==> config.mk <==
export PLATFORM = sky130hd
export DESIGN_NAME = stld_fwd_top
export DESIGN_NICKNAME = d
export VERILOG_FILES = /design/src/verilog/lsu_types_pkg.sv /design/src/verilog/stbuf_pkg.sv /design/src/verilog/stld_fwd_top.sv /design/src/verilog/l0_fwd_cache.sv /design/src/verilog/store_buffer.sv
export VERILOG_INCLUDE_DIRS = /design/src /design/src/verilog
export SDC_FILE = /design/constraint.sdc
export NUM_CORES = 2
export LEC_CHECK = 0
export BUFFER_PORTS_ARGS = -buffer_cell sky130_fd_sc_hd__buf_2
export CAP_MARGIN = 15
export CORE_UTILIZATION = 45
export DETAILED_ROUTE_END_ITERATION = 10
export MAX_ROUTING_LAYER = met4
export PLACE_DENSITY = 0.7
export SLEW_MARGIN = 0
export SYNTH_ARGS = -nofsm -noshare
export SYNTH_HDL_FRONTEND = slang
export SYNTH_HIERARCHICAL = 1
export SYNTH_SLANG_ARGS = --single-unit
==> constraint.sdc <==
create_clock -name clk_i -period 12.61 [get_ports clk_i]
set_input_delay 1.261 -clock clk_i [delete_from_list [all_inputs] [get_ports clk_i]]
set_output_delay 1.261 -clock clk_i [all_outputs]
set_load 0.005 [all_outputs]
==> src/verilog/stld_fwd_cfg.svh <==
// store-to-load forwarding configuration: data width, buffer depth, reserved mask
`ifndef STLD_FWD_CFG_SVH
`define STLD_FWD_CFG_SVH

// ---------------------------------------------------------------------------
// datapath
// ---------------------------------------------------------------------------
// address and data width in bits
`define STLD_XLEN 64

// ---------------------------------------------------------------------------
// store buffer and level-zero cache
// ---------------------------------------------------------------------------
// slot count, power of two, also the number of cache lines
`define STLD_STBUF_DEPTH 8

// store address & mask == 0 means reserved region, never cached
`define STLD_FWD_MASK 64'hffff_ffff_ffff_ff00

`endif
==> src/verilog/lsu_types_pkg.sv <==
// load/store unit base types: addresses, data, access widths and slot indices
package lsu_types_pkg;

  `include "stld_fwd_cfg.svh"

  // ---------------------------------------------------------------------------
  // derived sizes
  // ---------------------------------------------------------------------------
  localparam int unsigned XLEN        = `STLD_XLEN;
  localparam int unsigned STBUF_DEPTH = `STLD_STBUF_DEPTH;
  // slot index width, also the cache index width
  localparam int unsigned IDX_W       = $clog2(STBUF_DEPTH);
  // address bits above the cache index
  localparam int unsigned TAG_W       = XLEN - IDX_W;

  // ---------------------------------------------------------------------------
  // types
  // ---------------------------------------------------------------------------
  typedef logic [XLEN-1:0]  addr_t;
  typedef logic [XLEN-1:0]  data_t;
  typedef logic [IDX_W-1:0] stbuf_idx_t;
  typedef logic [TAG_W-1:0] fwd_tag_t;

  // access size of a load or store
  typedef enum logic [1:0] {
    LS_BYTE   = 2'b00,
    LS_HALF   = 2'b01,
    LS_WORD   = 2'b10,
    LS_DOUBLE = 2'b11
  } ldst_width_t;

endpackage

==> src/verilog/stbuf_pkg.sv <==
// store buffer bundles: store and load requests, buffer slots, index read answer
package stbuf_pkg;

  // ---------------------------------------------------------------------------
  // requests from the pipeline
  // ---------------------------------------------------------------------------
  // store: address, size and value
  typedef struct packed {
    lsu_types_pkg::addr_t       addr;
    lsu_types_pkg::ldst_width_t width;
    lsu_types_pkg::data_t       value;
  } st_req_t;

  // load probe: address and size only
  typedef struct packed {
    lsu_types_pkg::addr_t       addr;
    lsu_types_pkg::ldst_width_t width;
  } ld_req_t;

  // ---------------------------------------------------------------------------
  // buffer internals and read port
  // ---------------------------------------------------------------------------
  // one buffer slot
  typedef struct packed {
    logic                       valid;
    lsu_types_pkg::addr_t       addr;
    lsu_types_pkg::ldst_width_t width;
    lsu_types_pkg::data_t       value;
  } stbuf_entry_t;

  // answer to an index read from the cache
  typedef struct packed {
    logic                       cached;
    lsu_types_pkg::fwd_tag_t    tag;
    lsu_types_pkg::ldst_width_t width;
    lsu_types_pkg::data_t       value;
  } stbuf_rd_t;

endpackage

==> src/verilog/stld_fwd_top.sv <==
// store-to-load forwarding top: store buffer plus level-zero forwarding cache
`timescale 1ns/1ns

module stld_fwd_top (
  input  logic                 clk_i,
  input  logic                 rst_ni,
  input  logic                 flush_i,

  // store push
  input  logic                 st_push_i,
  input  stbuf_pkg::st_req_t   st_req_i,
  output logic                 st_full_o,

  // load probe
  input  stbuf_pkg::ld_req_t   ld_req_i,
  output logic                 ld_hit_o,
  output lsu_types_pkg::data_t ld_value_o,

  // memory port
  output logic                 mem_st_valid_o,
  output stbuf_pkg::st_req_t   mem_st_o,
  input  logic                 mem_ready_i
);

  // ---------------------------------------------------------------------------
  // buffer <-> cache wires
  // ---------------------------------------------------------------------------
  logic                      rec_valid;
  lsu_types_pkg::stbuf_idx_t rec_idx;
  lsu_types_pkg::stbuf_idx_t rd_idx;
  stbuf_pkg::stbuf_rd_t      rd;

  // store buffer
  store_buffer u_store_buffer (
    .clk_i       (clk_i),
    .rst_ni      (rst_ni),
    .flush_i     (flush_i),
    .push_i      (st_push_i),
    .st_req_i    (st_req_i),
    .full_o      (st_full_o),
    .rec_valid_o (rec_valid),
    .rec_idx_o   (rec_idx),
    .rd_idx_i    (rd_idx),
    .rd_o        (rd),
    .mem_valid_o (mem_st_valid_o),
    .mem_st_o    (mem_st_o),
    .mem_ready_i (mem_ready_i)
  );

  // forwarding cache, store address taken from the push request
  l0_fwd_cache u_l0_cache (
    .clk_i       (clk_i),
    .rst_ni      (rst_ni),
    .flush_i     (flush_i),
    .rec_valid_i (rec_valid),
    .st_addr_i   (st_req_i.addr),
    .rec_idx_i   (rec_idx),
    .ld_req_i    (ld_req_i),
    .rd_idx_o    (rd_idx),
    .rd_i        (rd),
    .ld_hit_o    (ld_hit_o),
    .ld_value_o  (ld_value_o)
  );

endmodule

==> src/verilog/l0_fwd_cache.sv <==
// level-zero forwarding cache: maps an address index to the latest store slot
`timescale 1ns/1ns

`include "stld_fwd_cfg.svh"

module l0_fwd_cache (
  input  logic                      clk_i,
  input  logic                      rst_ni,
  input  logic                      flush_i,

  // store record from the buffer
  input  logic                      rec_valid_i,
  input  lsu_types_pkg::addr_t      st_addr_i,
  input  lsu_types_pkg::stbuf_idx_t rec_idx_i,

  // load probe
  input  stbuf_pkg::ld_req_t        ld_req_i,

  // buffer read port
  output lsu_types_pkg::stbuf_idx_t rd_idx_o,
  input  stbuf_pkg::stbuf_rd_t      rd_i,

  // forwarding result
  output logic                      ld_hit_o,
  output lsu_types_pkg::data_t      ld_value_o
);

  // ---------------------------------------------------------------------------
  // sizes and line layout
  // ---------------------------------------------------------------------------
  localparam int unsigned LINES = `STLD_STBUF_DEPTH;
  localparam int unsigned IDX_W = lsu_types_pkg::IDX_W;
  localparam int unsigned TAG_W = lsu_types_pkg::TAG_W;
  localparam int unsigned XLEN  = lsu_types_pkg::XLEN;

  // line payload, valid bits kept apart
  typedef struct packed {
    lsu_types_pkg::fwd_tag_t   tag;
    lsu_types_pkg::stbuf_idx_t slot;
  } l0_line_t;

  logic [LINES-1:0] line_valid_q;
  l0_line_t         lines_q [LINES];

  // store side decode
  lsu_types_pkg::stbuf_idx_t st_idx;
  lsu_types_pkg::fwd_tag_t   st_tag;
  logic                      st_fwd_ok;
  logic                      line_upd;

  // load side decode
  lsu_types_pkg::stbuf_idx_t ld_idx;
  lsu_types_pkg::fwd_tag_t   ld_tag;
  logic                      line_hit;
  logic                      buf_hit;

  // ---------------------------------------------------------------------------
  // line update
  // ---------------------------------------------------------------------------
  // reserved region: masked address all zero
  assign st_fwd_ok = (st_addr_i & `STLD_FWD_MASK) != '0;
  assign line_upd  = rec_valid_i & st_fwd_ok;
  assign st_idx    = st_addr_i[IDX_W-1:0];
  assign st_tag    = st_addr_i[XLEN-1 -: TAG_W];

  always_ff @(posedge clk_i or negedge rst_ni) begin : valid_update
    if (!rst_ni) begin
      line_valid_q <= '0;
    end else if (flush_i) begin
      line_valid_q <= '0;
    end else if (line_upd) begin
      line_valid_q[st_idx] <= 1'b1;
    end
  end

  // newest store on this index overwrites the line
  always_ff @(posedge clk_i) begin : line_update
    if (line_upd && !flush_i) begin
      lines_q[st_idx].tag  <= st_tag;
      lines_q[st_idx].slot <= rec_idx_i;
    end
  end

  // ---------------------------------------------------------------------------
  // lookup
  // ---------------------------------------------------------------------------
  assign ld_idx   = ld_req_i.addr[IDX_W-1:0];
  assign ld_tag   = ld_req_i.addr[XLEN-1 -: TAG_W];

  // address recorded in the cache
  assign line_hit = line_valid_q[ld_idx] & (lines_q[ld_idx].tag == ld_tag);

  // slot still holds that store, same size
  // guards against a reused or drained slot
  assign buf_hit  = rd_i.cached & (rd_i.tag == ld_tag) & (rd_i.width == ld_req_i.width);

  // ---------------------------------------------------------------------------
  // outputs
  // ---------------------------------------------------------------------------
  assign rd_idx_o   = lines_q[ld_idx].slot;
  assign ld_hit_o   = line_hit & buf_hit;
  assign ld_value_o = rd_i.value;

endmodule

==> src/verilog/store_buffer.sv <==
// store buffer: circular FIFO of stores in program order, drained oldest first
`timescale 1ns/1ns

`include "stld_fwd_cfg.svh"

module store_buffer (
  input  logic                     clk_i,
  input  logic                     rst_ni,
  // exception flush drops every buffered store
  input  logic                     flush_i,

  // store side
  input  logic                     push_i,
  input  stbuf_pkg::st_req_t       st_req_i,
  output logic                     full_o,

  // record strobe to the level-zero cache
  output logic                     rec_valid_o,
  output lsu_types_pkg::stbuf_idx_t rec_idx_o,

  // indexed read port for forwarding
  input  lsu_types_pkg::stbuf_idx_t rd_idx_i,
  output stbuf_pkg::stbuf_rd_t     rd_o,

  // memory port
  output logic                     mem_valid_o,
  output stbuf_pkg::st_req_t       mem_st_o,
  input  logic                     mem_ready_i
);

  // ---------------------------------------------------------------------------
  // sizes
  // ---------------------------------------------------------------------------
  localparam int unsigned DEPTH = `STLD_STBUF_DEPTH;
  localparam int unsigned IDX_W = lsu_types_pkg::IDX_W;
  localparam int unsigned TAG_W = lsu_types_pkg::TAG_W;
  localparam int unsigned XLEN  = lsu_types_pkg::XLEN;

  // count needs one more bit than the index to hold DEPTH
  typedef logic [IDX_W:0] cnt_t;

  // ---------------------------------------------------------------------------
  // state
  // ---------------------------------------------------------------------------
  stbuf_pkg::stbuf_entry_t   entries_q [DEPTH];
  // next slot to drain
  lsu_types_pkg::stbuf_idx_t head_q;
  // next slot to fill
  lsu_types_pkg::stbuf_idx_t tail_q;
  cnt_t                      count_q;

  // control
  logic empty;
  logic push_ok;
  logic pop;

  // ---------------------------------------------------------------------------
  // status and handshake strobes
  // ---------------------------------------------------------------------------
  assign empty   = (count_q == '0);
  assign full_o  = (count_q == cnt_t'(DEPTH));

  // push dropped when full or flushing
  assign push_ok = push_i & ~full_o & ~flush_i;
  // memory takes the head on ready
  assign pop     = ~empty & mem_ready_i;

  // tell the cache where this store lands
  assign rec_valid_o = push_ok;
  assign rec_idx_o   = tail_q;

  // ---------------------------------------------------------------------------
  // pointers and count
  // ---------------------------------------------------------------------------
  always_ff @(posedge clk_i or negedge rst_ni) begin : ptr_update
    if (!rst_ni) begin
      head_q  <= '0;
      tail_q  <= '0;
      count_q <= '0;
    end else if (flush_i) begin
      head_q  <= '0;
      tail_q  <= '0;
      count_q <= '0;
    end else begin
      // pointers wrap by themselves on a power-of-two depth
      if (push_ok) begin
        tail_q <= tail_q + 1'b1;
      end
      if (pop) begin
        head_q <= head_q + 1'b1;
      end
      // push and pop together leave count unchanged
      case ({push_ok, pop})
        2'b10:   count_q <= count_q + 1'b1;
        2'b01:   count_q <= count_q - 1'b1;
        default: count_q <= count_q;
      endcase
    end
  end

  // ---------------------------------------------------------------------------
  // slot array
  // ---------------------------------------------------------------------------
  // valid bits cleared on reset and flush
  always_ff @(posedge clk_i or negedge rst_ni) begin : entry_write
    if (!rst_ni) begin
      for (int i = 0; i < DEPTH; i++) begin
        entries_q[i].valid <= 1'b0;
      end
    end else if (flush_i) begin
      for (int i = 0; i < DEPTH; i++) begin
        entries_q[i].valid <= 1'b0;
      end
    end else begin
      // retire the drained slot
      // head and tail differ whenever both strobes are high
      if (pop) begin
        entries_q[head_q].valid <= 1'b0;
      end
      // new store at the tail
      if (push_ok) begin
        entries_q[tail_q].valid <= 1'b1;
        entries_q[tail_q].addr  <= st_req_i.addr;
        entries_q[tail_q].width <= st_req_i.width;
        entries_q[tail_q].value <= st_req_i.value;
      end
    end
  end

  // ---------------------------------------------------------------------------
  // indexed read port
  // ---------------------------------------------------------------------------
  // cached drops as soon as the slot drains or is flushed
  always_comb begin : rd_port
    rd_o.cached = entries_q[rd_idx_i].valid;
    // tag is the address above the cache index
    rd_o.tag    = entries_q[rd_idx_i].addr[XLEN-1 -: TAG_W];
    rd_o.width  = entries_q[rd_idx_i].width;
    rd_o.value  = entries_q[rd_idx_i].value;
  end

  // ---------------------------------------------------------------------------
  // memory port
  // ---------------------------------------------------------------------------
  // head slot shown straight from the array
  assign mem_valid_o = ~empty;

  always_comb begin : mem_port
    mem_st_o.addr  = entries_q[head_q].addr;
    mem_st_o.width = entries_q[head_q].width;
    mem_st_o.value = entries_q[head_q].value;
  end

endmodule

==> flow_summary.json <==
{
  "die_x_um": 413,
  "synth.distinct_cells": 67,
  "synthTopCellsByCount": "edfxtp_1, and3_1, mux4_2",
  "cts.sinks": 1578,
  "vias_per_cell": 6.75,
  "detailed_place_hpwl_um": 151000,
  "ys_ff_latch": 1578,
  "ys.flop_type": "edfxtp_1",
  "yosysWarnings": 6,
  "relSlewSlack_pct": 10.2,
  "fin_skew_ps": 53.8,
  "synthAdderAreaFrac_pct": 0.0658,
  "drt_iter0_markers": 7497,
  "cp-end-kind": "primary output",
  "startpoint_type": "input port",
  "rsz0062_at_grt": "false",
  "status": "finished clean",
  "synth_top_area_share_pct": 61.3,
  "start_util_pct": 45.4,
  "setup_viol": 0,
  "clk_pin_slew_ps": 60,
  "grt_max_degree": 244,
  "avgSynthCellArea_um2": 15.6,
  "required_ps": 11350,
  "cts_hold_buf": 0,
  "fin_nets": 5219,
  "fmax_ghz": 0.114,
  "synth_largest_area_cell": "edfxtp_1",
  "yosysMostFrequentCell": "edfxtp_1",
  "die_h_um": 413,
  "cts_buffers": 164,
  "syn_to_final_growth_pct": 11.5,
  "synthMuxAreaShare_pct": 17.7,
  "drive_gt1_share_pct": 27.9,
  "synth-async-reset-ratio_pct": 1.65,
  "total_power_mw": 13.5,
  "period_minus_slack_ps": 8790,
  "pwr_density_cell_mw_per_mm2": 159,
  "ant_nets": 0,
  "r2r-start": "u_store_buffer/count_q[1]",
  "ir_drop_mv": 0.136,
  "worst_hold_path_type": "in -> async",
  "tns_ps": 0,
  "critPathMaxFanout": 108,
  "ctsRootBufferMaster": "clkbuf_16",
  "syn_area_mm2": 0.0761,
  "rows": 150,
  "gp_congestion": 1.01,
  "worstPathArrival_ps": 7530,
  "synth_compound_area_share_pct": 5.37,
  "finalMaxSlewViolations": 0,
  "synth_simple_gate_area_share_pct": 10.4,
  "crit_type": "in -> out",
  "drc": 0,
  "insertion_delay_ps": 850,
  "die_area_mm2": 0.171,
  "first_global_vias": 48400,
  "core_area_mm2": 0.168,
  "reg2reg_setup_slack_ps": 7660,
  "reg2reg_to": "u_store_buffer/entries_q[433]",
  "syn_nets": 5079,
  "reg2reg_depth": 6,
  "yosys.area_share.xor_xnor_pct": 1.05,
  "ios": 398,
  "synth_top_family_by_area": "multiplexers",
  "wl_per_cell_um": 35.5,
  "dr.pass1.iters": 9,
  "cts_tree": "yes",
  "cts.path.max_buffers": 3,
  "hold_ws_ps": 466,
  "cts.repair.resized": 0,
  "ys_seq_area_share_pct": 62.1,
  "hold_viol": 0,
  "antenna_found_initial": 41,
  "timing.final.crit_share_pct": 69.7,
  "synth_edf_count": 1552,
  "grt_pass1_wl_um": 364000,
  "portBuffers": 397,
  "tightest_slew_ps": 1350,
  "grt_util_all_layers_pct": 31.1,
  "maxCapViolations": 0,
  "drt-total-wl_um": 262000,
  "cts_setup_buffers": 0,
  "num_vias": 49800,
  "h-tree-depth": 4,
  "overflow": 0,
  "synth_area_leaders": "edfxtp_1, mux4_2, and3_1",
  "power.leakage_nw": 31.1,
  "synthCells": 4874
}
==> cells in the final DEF (no fill, tap or decap), types with 35 or more instances in the layout <==
cell,count
buf_2,394
and3_1,782
o21ai_0,91
and2_1,265
edfxtp_1,1552
buf_4,74
mux2i_1,120
mux2_2,268
clkinv_1,44
a221oi_1,167
mux4_2,406
nand2_1,88
xor2_1,47
a22oi_1,112
clkbuf_16,164
a21oi_1,35
xnor2_1,44
==> registers in the layout (all words and copies together), names as in the netlist <==
| register | flops |
|---|---|
| u_l0_cache/line_valid_q | 8 |
| u_l0_cache/lines_q | 512 |
| u_store_buffer/count_q | 4 |
| u_store_buffer/entries_q | 1048 |
| u_store_buffer/head_q | 3 |
| u_store_buffer/rec_idx_o | 3 |
==> how the worst max path moves through the flow <==
stage,end,cells past startpoint,slack [ps],start
2_1_floorplan,u_store_buffer/entries_q[524],5,4380,st_push_i
3_3_place_gp,ld_hit_o,15,3840,ld_req_i[3]
3_5_place_dp,ld_hit_o,15,3800,ld_req_i[3]
4_1_cts,ld_hit_o,15,3780,ld_req_i[3]
5_1_grt,ld_hit_o,15,3540,ld_req_i[3]
6_report,ld_hit_o,15,3820,ld_req_i[3]
==> logic make-up (layout without fill, tap and decap cells) <==
family / Yosys count / count (layout)
compound gates: 541 / 541
xor+xnor: 91 / 91
fa+ha+maj: 4 / 4
buf+inv: 545 / 814
flops: 1578 / 1578
mux: 797 / 797
other cells: 0 / 30
simple gates: 1318 / 1318
==> power breakdown <==
part           switching, mW  leakage (nW)  internal (mW)
Clock                   2.11          2.48           2.56
Combinational           1.94          13.9           1.01
Sequential            0.0705          14.8           5.80
Total                   4.13          31.1           9.37
==> critical path: stages <==
cell	delay [ps]
buf_6	460
mux4_2	340
nand2_1	90
nand2_4	560
buf_12	740
mux4_2	610
mux2_2	350
nor2b_1	150
a2111oi_0	620
nand4_1	160
nor4_1	730
nand4_1	150
or4_1	550
nor4_2	250
buf_2	190
==> stage by stage <==
step                      std cells  worst slack [ps]  utilization, %  cell area, µm²
after floorplan                4874              4380               -           76100
after global placement         7051              3840            47.5           79600
after detailed placement       7051              3800            47.5           79600
after CTS                      7346              3780            50.6           84700
after global routing           7372              3540            50.6           84800
final                          7377              3820            50.6           84800
==> routing by layer <==
| layer | GRT usage, % | routed length (µm) |
|---|---|---|
| met3 | 6.85 | 30100 |
| met5 | - | 0 |
| met2 | 46.9 | 121000 |
| met4 | 17.4 | 16400 |
| met1 | 38.9 | 93800 |
==> cell type report <==
cell class              count  area [µm²]
clock inverters            99         902
inverters                  31         124
diodes                     30        75.1
repair buffers            488        2910
clock buffers             196        4220
well taps                2204        2760
multi-input cells        2751       26500
flip-flops and latches   1578       47300
fillers                 13600       82800
Power figures use the tool's default switching activity.
